`src/logic/isa_pkg.sv`:
```
// RV64I encodings and the instruction-word union; referenced by scoped name from all RTL
package isa_pkg;

  localparam int xlen = 64;

  typedef logic [4:0]      gpr_addr_t;
  typedef logic [xlen-1:0] xword_t;

  typedef enum logic [6:0] {
    LOAD     = 7'b0000011,
    STORE    = 7'b0100011,
    OP_IMM   = 7'b0010011,
    OP_IMM32 = 7'b0011011,
    OP       = 7'b0110011,
    OP32     = 7'b0111011,
    LUI      = 7'b0110111,
    AUIPC    = 7'b0010111,
    JAL      = 7'b1101111,
    JALR     = 7'b1100111,
    BRANCH   = 7'b1100011
  } opcode_e;

  typedef enum logic [3:0] {
    ADD, SUB, SLL, SLT, SLTU, XOR, SRL, SRA, OR, AND,
    PASS_B // lui
  } alu_op_e;

  // branch conditions keep their funct3, jumps use the free codes
  typedef enum logic [2:0] {
    BEQ      = 3'b000,
    BNE      = 3'b001,
    JUMP     = 3'b010,
    JUMP_REG = 3'b011, // jalr
    BLT      = 3'b100,
    BGE      = 3'b101,
    BLTU     = 3'b110,
    BGEU     = 3'b111
  } br_func_e;

  typedef struct packed {
    logic [6:0] funct7;
    gpr_addr_t  rs2;
    gpr_addr_t  rs1;
    logic [2:0] funct3;
    gpr_addr_t  rd;
    logic [6:0] opcode;
  } inst_reg_t;

  typedef struct packed {
    logic [11:0] imm_hi; // inst[31:20]
    gpr_addr_t   rs1;
    logic [2:0]  funct3;
    logic [4:0]  imm_lo; // inst[11:7]
    logic [6:0]  opcode;
  } inst_imm_t;

  typedef union packed {
    inst_reg_t r;
    inst_imm_t im;
  } inst_u;

endpackage

```
`src/logic/pipe_pkg.sv`:
```
// inter-stage buses of the pipeline around decode; referenced by scoped name
package pipe_pkg;

  typedef struct packed {
    isa_pkg::inst_u  inst;
    isa_pkg::xword_t pc;
  } fs_to_ds_t;

  typedef struct packed {
    logic              src1_sel;    // 1: pc
    logic              src2_sel;    // 1: immediate
    logic              word_sel;    // 32-bit op, result sign-extended
    isa_pkg::alu_op_e  alu_op;
    logic              gpr_wen;
    logic              mem_ren;
    logic              mem_wen;
    logic [2:0]        mem_op;      // funct3 of load/store
    logic              load_sel;
    logic              invalid_sel;
  } ds_ctrl_t;

  typedef struct packed {
    ds_ctrl_t           ctrl;
    isa_pkg::xword_t    rs1_data;
    isa_pkg::xword_t    rs2_data;
    isa_pkg::xword_t    imm;
    isa_pkg::xword_t    pc;
    isa_pkg::gpr_addr_t rd;
  } ds_to_es_t;

  typedef struct packed {
    logic               wen;
    isa_pkg::gpr_addr_t addr;
    isa_pkg::xword_t    data;
  } rf_write_t;

  // rd of 0 means nothing to forward
  typedef struct packed {
    isa_pkg::gpr_addr_t rd;
    isa_pkg::xword_t    result;
  } bypass_t;

  typedef struct packed {
    logic            stall;
    logic            taken;
    isa_pkg::xword_t target;
  } br_bus_t;

endpackage

```
`src/logic/id_stage_ctrl.sv`:
```
// decode stage valid/allowin handshake, instruction latch and load-use stall
`timescale 1ns/100ps

module id_stage_ctrl (
  input  logic                i_clk,
  input  logic                i_rst_n,
  input  logic                i_fs_to_ds_valid,
  input  pipe_pkg::fs_to_ds_t i_fs_to_ds_bus,
  input  logic                i_es_allowin,
  input  logic                i_es_load_sel,
  input  isa_pkg::gpr_addr_t  i_es_rd,
  input  isa_pkg::gpr_addr_t  i_rs1,
  input  isa_pkg::gpr_addr_t  i_rs2,
  output logic                o_ds_allowin,
  output logic                o_ds_to_es_valid,
  output logic                o_ds_valid,
  output logic                o_load_stall,
  output pipe_pkg::fs_to_ds_t o_fs_to_ds_r
);

  logic ds_valid;
  logic ds_ready_go;

  // load in execute has no result yet, wait until it reaches memory
  assign o_load_stall = i_es_load_sel && (i_es_rd != '0) &&
                        ((i_es_rd == i_rs1) || (i_es_rd == i_rs2));

  assign ds_ready_go      = !o_load_stall;
  assign o_ds_allowin     = !ds_valid || (ds_ready_go && i_es_allowin);
  assign o_ds_to_es_valid = ds_valid && ds_ready_go;
  assign o_ds_valid       = ds_valid;

  always_ff @(posedge i_clk or negedge i_rst_n) begin
    if (!i_rst_n) begin
      ds_valid <= 1'b0;
    end else if (o_ds_allowin) begin
      ds_valid <= i_fs_to_ds_valid; // drops to empty when fetch has nothing
    end
  end

  always_ff @(posedge i_clk or negedge i_rst_n) begin
    if (!i_rst_n) begin
      o_fs_to_ds_r <= '0;
    end else if (i_fs_to_ds_valid && o_ds_allowin) begin
      o_fs_to_ds_r <= i_fs_to_ds_bus;
    end
  end

endmodule

```
`src/logic/inst_decoder.sv`:
```
// RV64I integer decoder; register indices, immediates and execute control from one word
`timescale 1ns/100ps

module inst_decoder (
  input  isa_pkg::inst_u     i_inst,
  output isa_pkg::gpr_addr_t o_rs1,
  output isa_pkg::gpr_addr_t o_rs2,
  output isa_pkg::gpr_addr_t o_rd,
  output isa_pkg::xword_t    o_imm,
  output pipe_pkg::ds_ctrl_t o_ctrl,
  output logic               o_bren,
  output isa_pkg::br_func_e  o_brfunc
);

  logic [6:0]       opcode;
  logic [2:0]       funct3;
  logic [6:0]       funct7;
  logic             alt_ok;  // funct3 that allow the 0100000 variant
  logic             f7_ok;
  logic             w_f3_ok; // funct3 present in the 32-bit ops
  logic             sh64_ok;
  logic             inst_ok;
  isa_pkg::alu_op_e f3_op;
  isa_pkg::xword_t  imm_i;
  isa_pkg::xword_t  imm_s;
  isa_pkg::xword_t  imm_b;
  isa_pkg::xword_t  imm_u;
  isa_pkg::xword_t  imm_j;

  assign opcode = i_inst.r.opcode;
  assign funct3 = i_inst.r.funct3;
  assign funct7 = i_inst.r.funct7;
  assign o_rs1  = i_inst.r.rs1;
  assign o_rs2  = i_inst.r.rs2;
  assign o_rd   = i_inst.r.rd;

  assign imm_i = {{52{i_inst.im.imm_hi[11]}}, i_inst.im.imm_hi};
  assign imm_s = {{52{i_inst.im.imm_hi[11]}}, i_inst.im.imm_hi[11:5], i_inst.im.imm_lo};
  assign imm_b = {{52{i_inst.im.imm_hi[11]}}, i_inst.im.imm_lo[0], i_inst.im.imm_hi[10:5],
                  i_inst.im.imm_lo[4:1], 1'b0};
  assign imm_u = {{32{i_inst.im.imm_hi[11]}}, i_inst.im.imm_hi, i_inst.im.rs1,
                  i_inst.im.funct3, 12'b0};
  assign imm_j = {{44{i_inst.im.imm_hi[11]}}, i_inst.im.rs1, i_inst.im.funct3,
                  i_inst.im.imm_hi[0], i_inst.im.imm_hi[10:1], 1'b0};

  assign alt_ok  = (funct3 == 3'b000) || (funct3 == 3'b101);
  assign f7_ok   = (funct7 == 7'b0000000) || ((funct7 == 7'b0100000) && alt_ok);
  assign w_f3_ok = (funct3 == 3'b000) || (funct3 == 3'b001) || (funct3 == 3'b101);
  // 6-bit shamt, so only funct7[6:1] is fixed
  assign sh64_ok = (funct7[6:1] == 6'b0) || ((funct7[6:1] == 6'b010000) && funct3[2]);

  always_comb begin
    case (funct3)
      3'b000:  f3_op = (funct7[5] && opcode[5]) ? isa_pkg::SUB : isa_pkg::ADD; // no subi
      3'b001:  f3_op = isa_pkg::SLL;
      3'b010:  f3_op = isa_pkg::SLT;
      3'b011:  f3_op = isa_pkg::SLTU;
      3'b100:  f3_op = isa_pkg::XOR;
      3'b101:  f3_op = funct7[5] ? isa_pkg::SRA : isa_pkg::SRL;
      3'b110:  f3_op = isa_pkg::OR;
      default: f3_op = isa_pkg::AND;
    endcase
  end

  always_comb begin
    o_ctrl        = '0;
    o_ctrl.alu_op = isa_pkg::ADD;
    o_imm         = '0;
    o_bren        = 1'b0;
    o_brfunc      = isa_pkg::BEQ;
    inst_ok       = 1'b1;
    case (opcode)
      isa_pkg::LOAD: begin
        o_imm           = imm_i;
        o_ctrl.src2_sel = 1'b1;
        o_ctrl.gpr_wen  = 1'b1;
        o_ctrl.mem_ren  = 1'b1;
        o_ctrl.mem_op   = funct3;
        o_ctrl.load_sel = 1'b1;
        inst_ok         = (funct3 != 3'b111);
      end
      isa_pkg::STORE: begin
        o_imm           = imm_s;
        o_ctrl.src2_sel = 1'b1;
        o_ctrl.mem_wen  = 1'b1;
        o_ctrl.mem_op   = funct3;
        inst_ok         = !funct3[2];
      end
      isa_pkg::OP_IMM, isa_pkg::OP_IMM32: begin
        o_imm           = imm_i;
        o_ctrl.src2_sel = 1'b1;
        o_ctrl.word_sel = opcode[3];
        o_ctrl.alu_op   = f3_op;
        o_ctrl.gpr_wen  = 1'b1;
        if (opcode[3]) begin
          inst_ok = w_f3_ok && ((funct3 == 3'b000) || f7_ok);
        end else begin
          inst_ok = (funct3[1:0] != 2'b01) || sh64_ok;
        end
      end
      isa_pkg::OP, isa_pkg::OP32: begin
        o_ctrl.word_sel = opcode[3];
        o_ctrl.alu_op   = f3_op;
        o_ctrl.gpr_wen  = 1'b1;
        inst_ok         = f7_ok && (!opcode[3] || w_f3_ok);
      end
      isa_pkg::LUI: begin
        o_imm           = imm_u;
        o_ctrl.src2_sel = 1'b1;
        o_ctrl.alu_op   = isa_pkg::PASS_B;
        o_ctrl.gpr_wen  = 1'b1;
      end
      isa_pkg::AUIPC: begin
        o_imm           = imm_u;
        o_ctrl.src1_sel = 1'b1;
        o_ctrl.src2_sel = 1'b1;
        o_ctrl.gpr_wen  = 1'b1;
      end
      isa_pkg::JAL, isa_pkg::JALR: begin
        o_imm           = (opcode == isa_pkg::JAL) ? imm_j : imm_i;
        o_ctrl.src1_sel = 1'b1; // link value, execute adds 4 to pc
        o_ctrl.gpr_wen  = 1'b1;
        o_bren          = 1'b1;
        o_brfunc        = (opcode == isa_pkg::JAL) ? isa_pkg::JUMP : isa_pkg::JUMP_REG;
        inst_ok         = (opcode == isa_pkg::JAL) || (funct3 == 3'b000);
      end
      isa_pkg::BRANCH: begin
        o_imm    = imm_b;
        o_bren   = 1'b1;
        o_brfunc = isa_pkg::br_func_e'(funct3);
        inst_ok  = (funct3[2:1] != 2'b01);
      end
      default: inst_ok = 1'b0;
    endcase
    // flagged and passed on, but harmless
    if (!inst_ok) begin
      o_ctrl.gpr_wen  = 1'b0;
      o_ctrl.mem_ren  = 1'b0;
      o_ctrl.mem_wen  = 1'b0;
      o_ctrl.load_sel = 1'b0;
      o_bren          = 1'b0;
    end
    o_ctrl.invalid_sel = !inst_ok;
  end

endmodule

```
`src/logic/gpr_file.sv`:
```
// integer register file, 32 x 64, two combinational reads and one write from writeback
`timescale 1ns/100ps

module gpr_file (
  input  logic                i_clk,
  input  logic                i_rst_n,
  input  isa_pkg::gpr_addr_t  i_raddr1,
  input  isa_pkg::gpr_addr_t  i_raddr2,
  input  pipe_pkg::rf_write_t i_wr,
  output isa_pkg::xword_t     o_rdata1,
  output isa_pkg::xword_t     o_rdata2
);

  isa_pkg::xword_t regs [0:31];

  always_ff @(posedge i_clk or negedge i_rst_n) begin
    if (!i_rst_n) begin
      for (int k = 0; k < 32; k++) begin
        regs[k] <= '0;
      end
    end else if (i_wr.wen && (i_wr.addr != '0)) begin
      regs[i_wr.addr] <= i_wr.data; // x0 never written, stays 0
    end
  end

  // same-cycle write is covered by the writeback bypass
  assign o_rdata1 = regs[i_raddr1];
  assign o_rdata2 = regs[i_raddr2];

endmodule

```
`src/logic/operand_bypass.sv`:
```
// source operand forwarding; execute over memory over writeback over register file
`timescale 1ns/100ps

module operand_bypass (
  input  isa_pkg::gpr_addr_t i_rs1,
  input  isa_pkg::gpr_addr_t i_rs2,
  input  isa_pkg::xword_t    i_rf_rdata1,
  input  isa_pkg::xword_t    i_rf_rdata2,
  input  pipe_pkg::bypass_t  i_es,
  input  pipe_pkg::bypass_t  i_ms,
  input  pipe_pkg::bypass_t  i_ws,
  output isa_pkg::xword_t    o_rs1_data,
  output isa_pkg::xword_t    o_rs2_data
);

  function automatic isa_pkg::xword_t pick(input isa_pkg::gpr_addr_t rs,
                                           input isa_pkg::xword_t rf_data,
                                           input pipe_pkg::bypass_t es,
                                           input pipe_pkg::bypass_t ms,
                                           input pipe_pkg::bypass_t ws);
    isa_pkg::xword_t data;
    data = rf_data;
    // lowest priority first, later checks override
    if ((ws.rd != '0) && (ws.rd == rs)) data = ws.result;
    if ((ms.rd != '0) && (ms.rd == rs)) data = ms.result;
    if ((es.rd != '0) && (es.rd == rs)) data = es.result;
    return data;
  endfunction

  assign o_rs1_data = pick(i_rs1, i_rf_rdata1, i_es, i_ms, i_ws);
  assign o_rs2_data = pick(i_rs2, i_rf_rdata2, i_es, i_ms, i_ws);

endmodule

```
`src/logic/branch_unit.sv`:
```
// branch compare and jump target; drives the redirect bus back to fetch
`timescale 1ns/100ps

module branch_unit (
  input  logic              i_valid,
  input  logic              i_load_stall,
  input  logic              i_bren,
  input  isa_pkg::br_func_e i_brfunc,
  input  isa_pkg::xword_t   i_rs1_data,
  input  isa_pkg::xword_t   i_rs2_data,
  input  isa_pkg::xword_t   i_pc,
  input  isa_pkg::xword_t   i_imm,
  output pipe_pkg::br_bus_t o_br_bus
);

  logic            eq;
  logic            lt;
  logic            ltu;
  logic            cond;
  isa_pkg::xword_t reg_target;

  assign eq  = (i_rs1_data == i_rs2_data);
  assign lt  = ($signed(i_rs1_data) < $signed(i_rs2_data));
  assign ltu = (i_rs1_data < i_rs2_data);

  always_comb begin
    case (i_brfunc)
      isa_pkg::BEQ:                    cond = eq;
      isa_pkg::BNE:                    cond = !eq;
      isa_pkg::BLT:                    cond = lt;
      isa_pkg::BGE:                    cond = !lt;
      isa_pkg::BLTU:                   cond = ltu;
      isa_pkg::BGEU:                   cond = !ltu;
      isa_pkg::JUMP, isa_pkg::JUMP_REG: cond = 1'b1;
      default:                         cond = 1'b0;
    endcase
  end

  assign reg_target = i_rs1_data + i_imm;

  assign o_br_bus.taken  = i_valid && i_bren && cond;
  assign o_br_bus.stall  = o_br_bus.taken && i_load_stall; // rs data not yet final
  assign o_br_bus.target = (i_brfunc == isa_pkg::JUMP_REG) ? {reg_target[63:1], 1'b0}
                                                           : i_pc + i_imm;

endmodule

```
`src/logic/id_stage.sv`:
```
// decode stage top level; connects control, decoder, register file, forwarding and branch unit
`timescale 1ns/100ps

module id_stage (
  input  logic                i_clk,
  input  logic                i_rst_n,
  input  logic                i_fs_to_ds_valid,
  input  pipe_pkg::fs_to_ds_t i_fs_to_ds_bus,
  input  logic                i_es_allowin,
  input  logic                i_es_load_sel,
  input  pipe_pkg::bypass_t   i_es_bypass,
  input  pipe_pkg::bypass_t   i_ms_bypass,
  input  pipe_pkg::bypass_t   i_ws_bypass,
  input  pipe_pkg::rf_write_t i_ws_to_rf,
  output logic                o_ds_allowin,
  output logic                o_ds_to_es_valid,
  output pipe_pkg::ds_to_es_t o_ds_to_es_bus,
  output pipe_pkg::br_bus_t   o_br_bus
);

  pipe_pkg::fs_to_ds_t fs_to_ds_r;
  logic                ds_valid;
  logic                load_stall;
  isa_pkg::gpr_addr_t  rs1;
  isa_pkg::gpr_addr_t  rs2;
  isa_pkg::gpr_addr_t  rd;
  isa_pkg::xword_t     imm;
  pipe_pkg::ds_ctrl_t  ctrl;
  logic                bren;
  isa_pkg::br_func_e   brfunc;
  isa_pkg::xword_t     rf_rdata1;
  isa_pkg::xword_t     rf_rdata2;
  isa_pkg::xword_t     rs1_data;
  isa_pkg::xword_t     rs2_data;

  assign o_ds_to_es_bus = '{ctrl: ctrl, rs1_data: rs1_data, rs2_data: rs2_data,
                            imm: imm, pc: fs_to_ds_r.pc, rd: rd};

  id_stage_ctrl u_ctrl (
    .i_clk            (i_clk),
    .i_rst_n          (i_rst_n),
    .i_fs_to_ds_valid (i_fs_to_ds_valid),
    .i_fs_to_ds_bus   (i_fs_to_ds_bus),
    .i_es_allowin     (i_es_allowin),
    .i_es_load_sel    (i_es_load_sel),
    .i_es_rd          (i_es_bypass.rd),
    .i_rs1            (rs1),
    .i_rs2            (rs2),
    .o_ds_allowin     (o_ds_allowin),
    .o_ds_to_es_valid (o_ds_to_es_valid),
    .o_ds_valid       (ds_valid),
    .o_load_stall     (load_stall),
    .o_fs_to_ds_r     (fs_to_ds_r)
  );

  inst_decoder u_decoder (
    .i_inst   (fs_to_ds_r.inst),
    .o_rs1    (rs1),
    .o_rs2    (rs2),
    .o_rd     (rd),
    .o_imm    (imm),
    .o_ctrl   (ctrl),
    .o_bren   (bren),
    .o_brfunc (brfunc)
  );

  gpr_file u_gprs (
    .i_clk    (i_clk),
    .i_rst_n  (i_rst_n),
    .i_raddr1 (rs1),
    .i_raddr2 (rs2),
    .i_wr     (i_ws_to_rf),
    .o_rdata1 (rf_rdata1),
    .o_rdata2 (rf_rdata2)
  );

  operand_bypass u_bypass (
    .i_rs1       (rs1),
    .i_rs2       (rs2),
    .i_rf_rdata1 (rf_rdata1),
    .i_rf_rdata2 (rf_rdata2),
    .i_es        (i_es_bypass),
    .i_ms        (i_ms_bypass),
    .i_ws        (i_ws_bypass),
    .o_rs1_data  (rs1_data),
    .o_rs2_data  (rs2_data)
  );

  branch_unit u_bru (
    .i_valid      (ds_valid),
    .i_load_stall (load_stall),
    .i_bren       (bren),
    .i_brfunc     (brfunc),
    .i_rs1_data   (rs1_data),
    .i_rs2_data   (rs2_data),
    .i_pc         (fs_to_ds_r.pc),
    .i_imm        (imm),
    .o_br_bus     (o_br_bus)
  );

endmodule

```
`config.mk`:
```
export PLATFORM = sky130hd
export DESIGN_NAME = id_stage
export DESIGN_NICKNAME = d
export VERILOG_FILES = /design/src/logic/isa_pkg.sv /design/src/logic/pipe_pkg.sv /design/src/logic/id_stage_ctrl.sv /design/src/logic/inst_decoder.sv /design/src/logic/gpr_file.sv /design/src/logic/operand_bypass.sv /design/src/logic/branch_unit.sv /design/src/logic/id_stage.sv
export SDC_FILE = /design/constraint.sdc
export NUM_CORES = 2
export LEC_CHECK = 0
export BUFFER_PORTS_ARGS = -buffer_cell sky130_fd_sc_hd__buf_2
export CAP_MARGIN = 40
export CORE_MARGIN = 2
export CORE_UTILIZATION = 35
export CTS_CLUSTER_SIZE = 30
export DETAILED_ROUTE_END_ITERATION = 8
export HOLD_SLACK_MARGIN = 0.1
export PLACE_DENSITY_LB_ADDON = 0.08
export SKIP_LAST_GASP = 1
export SLEW_MARGIN = 20
export SYNTH_ARGS = -nofsm -noshare
export SYNTH_HDL_FRONTEND = slang
export SYNTH_HIERARCHICAL = 1
export SYNTH_SLANG_ARGS = --single-unit
```
`constraint.sdc`:
```
create_clock -name i_clk -period 10.9 [get_ports i_clk]
set_clock_uncertainty 0.2 [all_clocks]
set_input_delay 0.545 -clock i_clk [delete_from_list [all_inputs] [get_ports i_clk]]
set_output_delay 0.545 -clock i_clk [all_outputs]
set_load 0.02 [all_outputs]
```
==> results.json <==
{
  "endpoint_kind": "output pin",
  "cp-start-kind": "register",
  "max-cap-violations": 0,
  "cts_tree": "done",
  "grt_max_degree": 168,
  "finalPower_w": 0.0329,
  "ys_types": 103,
  "core_area_um2": 365000,
  "syn_area_um2": 128000,
  "worst-setup-path-type": "register to output pin",
  "htree_levels": 5,
  "r2r_slack_ns": 6.17,
  "grtUsageTotal_pct": 29.6,
  "firstDrtPassIters": 6,
  "cts_buffers": 267,
  "cp-startpoint": "u_ctrl/o_fs_to_ds_r[80]",
  "synth_common_cells": "mux2_2, dfrtp_1, mux4_2",
  "area_growth_pct": 14.9,
  "io_buffers": 721,
  "vias": 91307,
  "power_density_nw_per_um2": 223,
  "reg2regPathDepth": 7,
  "drc": 0,
  "yosysMostFrequentCell": "mux2_2",
  "finalSetupViolCount": 0,
  "synth_area_leaders": "dfrtp_1, mux4_2, mux2_2",
  "routed_wl_um": 559000,
  "cts_root_buf": "clkbuf_16",
  "switching_share_pct": 37.3,
  "post_cts_buffers": 0,
  "post-route-period-util_pct": 86.5,
  "syn_nets": 9951,
  "synth-main-ff-cell": "dfrtp_1",
  "yosysTopAreaCell": "dfrtp_1",
  "hold_viol_final": 0,
  "rsz0062_at_grt": "false",
  "drive_above_1_share_pct": 48.4,
  "syn_inst": 9382,
  "pwr-share-comb_pct": 39.7,
  "nets": 10380,
  "place_inst": 14185,
  "cts_buffer_depth": 4,
  "die_y_um": 610,
  "synthArstFlopShare_pct": 100,
  "rows": 222,
  "cts_hold_buf": 163,
  "crit_end": "o_br_bus[65]",
  "drv_slew": 0,
  "clkPwrFrac_pct": 27.5,
  "synth.yosys.seq_area_share_pct": 41.8,
  "die_area_um2": 372000,
  "synth_enable_flop_cells": 0,
  "worstReg2RegStart": "u_ctrl/o_fs_to_ds_r[85]",
  "cp_data_required_time_ns": 10.16,
  "whs_path_depth": 3,
  "path_clk_slew_ns": 0.06,
  "peakVddDrop_mv": 0.135,
  "yosysWarnings": 6,
  "ys_seq_elements": 2145,
  "gp_congestion": 0.955,
  "synth_top_cell_area_share_pct": 41.8,
  "ant_nets": 0,
  "worstMarginPinSlew_ns": 1.08,
  "min_path_type": "primary input to register",
  "cp_max_fo": 70,
  "drt_iter0_drc": 7730,
  "placed_area_um2": 137000,
  "viasPerCell": 6.15,
  "post_cts_resized": 0,
  "switching_power_w": 0.0123,
  "fp.dieW_um": 610,
  "grt_antenna_before_repair": 111,
  "place.detailed.hpwl_um": 371000,
  "r2r_end": "u_ctrl/o_fs_to_ds_r[79]",
  "cts.sinks": 2145,
  "internal-power_w": 0.0206,
  "hold_ws_ns": 0.183,
  "setup-tns-final_ns": 0,
  "grt_first_pass_wirelength_um": 777000,
  "clk_latency_ns": 0.91,
  "synth_area_per_cell_um2": 13.7,
  "seqPwrFrac_pct": 32.8,
  "grt_pass1_vias": 92935,
  "fmax_mhz": 106,
  "p_leak_nw": 63.9,
  "fin_crit_ns": 9.43,
  "fin_area_um2": 148000,
  "crit_arrival_ns": 8.68,
  "status": "finished, final reports clean",
  "overflow": 0,
  "relSlewSlack_pct": 28.0,
  "routedWlPerCell_um": 37.7,
  "io_pins": 722,
  "fin_cells": 14852,
  "start_util_pct": 35.1
}
cell usage in the layout (no fill, tap or decap), types with 14 or more instances in the layout:
master / Yosys / routed
clkbuf_8: 0 / 56
and2_1: 26 / 26
nor3_1: 29 / 28
o221a_1: 128 / 128
nor2_1: 160 / 144
nand2_1: 351 / 339
clkbuf_16: 0 / 277
a22o_1: 111 / 111
a21oi_1: 208 / 208
nand4_1: 58 / 58
mux4_2: 1145 / 1145
buf_2: 281 / 729
inv_1: 240 / 239
nor2b_1: 39 / 35
o22ai_1: 64 / 64
clkinv_2: 0 / 34
a21o_1: 93 / 93
o21a_1: 18 / 17
nor2_4: 0 / 14
xor2_1: 78 / 78
buf_12: 0 / 53
o21ai_0: 227 / 227
a211oi_1: 27 / 27
o21bai_1: 27 / 27
ha_1: 189 / 189
mux2_2: 2151 / 2151
buf_16: 0 / 23
mux2i_1: 159 / 159
xnor2_1: 81 / 81
a221o_1: 124 / 124
dlygate4sd3_1: 0 / 163
and3_1: 20 / 18
nand2b_1: 24 / 21
a221oi_1: 41 / 31
dfrtp_1: 2145 / 2135
buf_4: 76 / 203
o21ai_1: 165 / 164
nand3_1: 39 / 36
clkbuf_1: 587 / 44
diode_2: 0 / 44
worst max-delay path, stage by stage, from the launching register on:
cell	delay, ns
dfrtp_4	0.88
buf_12	0.48
buf_4	0.67
mux4_2	0.34
mux2i_1	0.15
a221oi_1	0.77
inv_1	0.37
o221a_1	0.36
o21ai_1	0.54
ha_1	0.27
nand4_1	0.16
nor4_2	0.50
nand2_1	0.37
nor4_1	0.77
xor2_1	0.14
o311ai_0	0.45
a211oi_1	0.11
buf_2	0.19
worst min path at each step:
stage,from,to
after floorplan,i_rst_n,u_ctrl/o_ds_valid
after global placement,u_gprs/regs[1990],u_gprs/regs[1990]
after detailed placement,u_gprs/regs[2007],u_gprs/regs[2007]
after CTS,i_ws_to_rf[66],u_gprs/regs[656]
after global routing,i_ws_to_rf[66],u_gprs/regs[647]
final,i_ws_to_rf[66],u_gprs/regs[647]
area by class of cell:
type                       instances  area [um^2]
antenna                           44          110
clock buffer                     377         7870
clock inverter                    73          838
fill                           33971       218000
inverter                         241          907
multi-input combinational       5976        69500
sequential                      2145        53700
tap                             4816         6030
timing repair buffer            1180         8600
metrics by stage:
stage               setup WS (ns)  utilization (%)
floorplan                    4.73                -
global placement             1.41             37.2
detailed placement           2.34             37.5
CTS                          1.37             40.3
global route                 1.17             40.4
finish                       1.47             40.4
sequential cells by signal, indices dropped and copies added (netlist names):
register / flops
u_gprs/regs: 2048
u_ctrl/o_fs_to_ds_r: 96
u_ctrl/o_ds_valid: 1
per-layer routing:
layer | up-vias | GRT usage, % | wire length, um | share of wire [%]
met2 | 3650 | 47.2 | 259000 | 46
met1 | 49644 | 39.4 | 235000 | 42
li1 | 37101 | - | - | -
met3 | 860 | 5.92 | 38400 | 6.9
met5 | - | 0 | 326 | 0.058
met4 | 52 | 12.1 | 26900 | 4.8
power groups by stage:
stage / combinational, W / clock, W / sequential [W]
final: 0.0131 / 0.00904 / 0.0108
after global routing: 0.0137 / 0.00958 / 0.0110
after CTS: 0.0130 / 0.00926 / 0.0108
after detailed placement: 0.0129 / 0 / 0.0109
after global placement: 0.0127 / 0 / 0.0109
after floorplan: 0.00832 / 0 / 0.0104
cells by family after synthesis:
family / after synthesis / share of synthesized area, %
adder cells (fa/ha/maj): 191 / 1.87
flip-flops: 2145 / 41.8
XOR/XNOR: 159 / 1.09
AND/OR/NAND/NOR: 815 / 2.99
AO/OA/AOI/OAI: 1356 / 7.63
buffers and inverters: 1261 / 4.39
multiplexers: 3455 / 40.2
No activity file was read; power rests on OpenSTA's default activity.
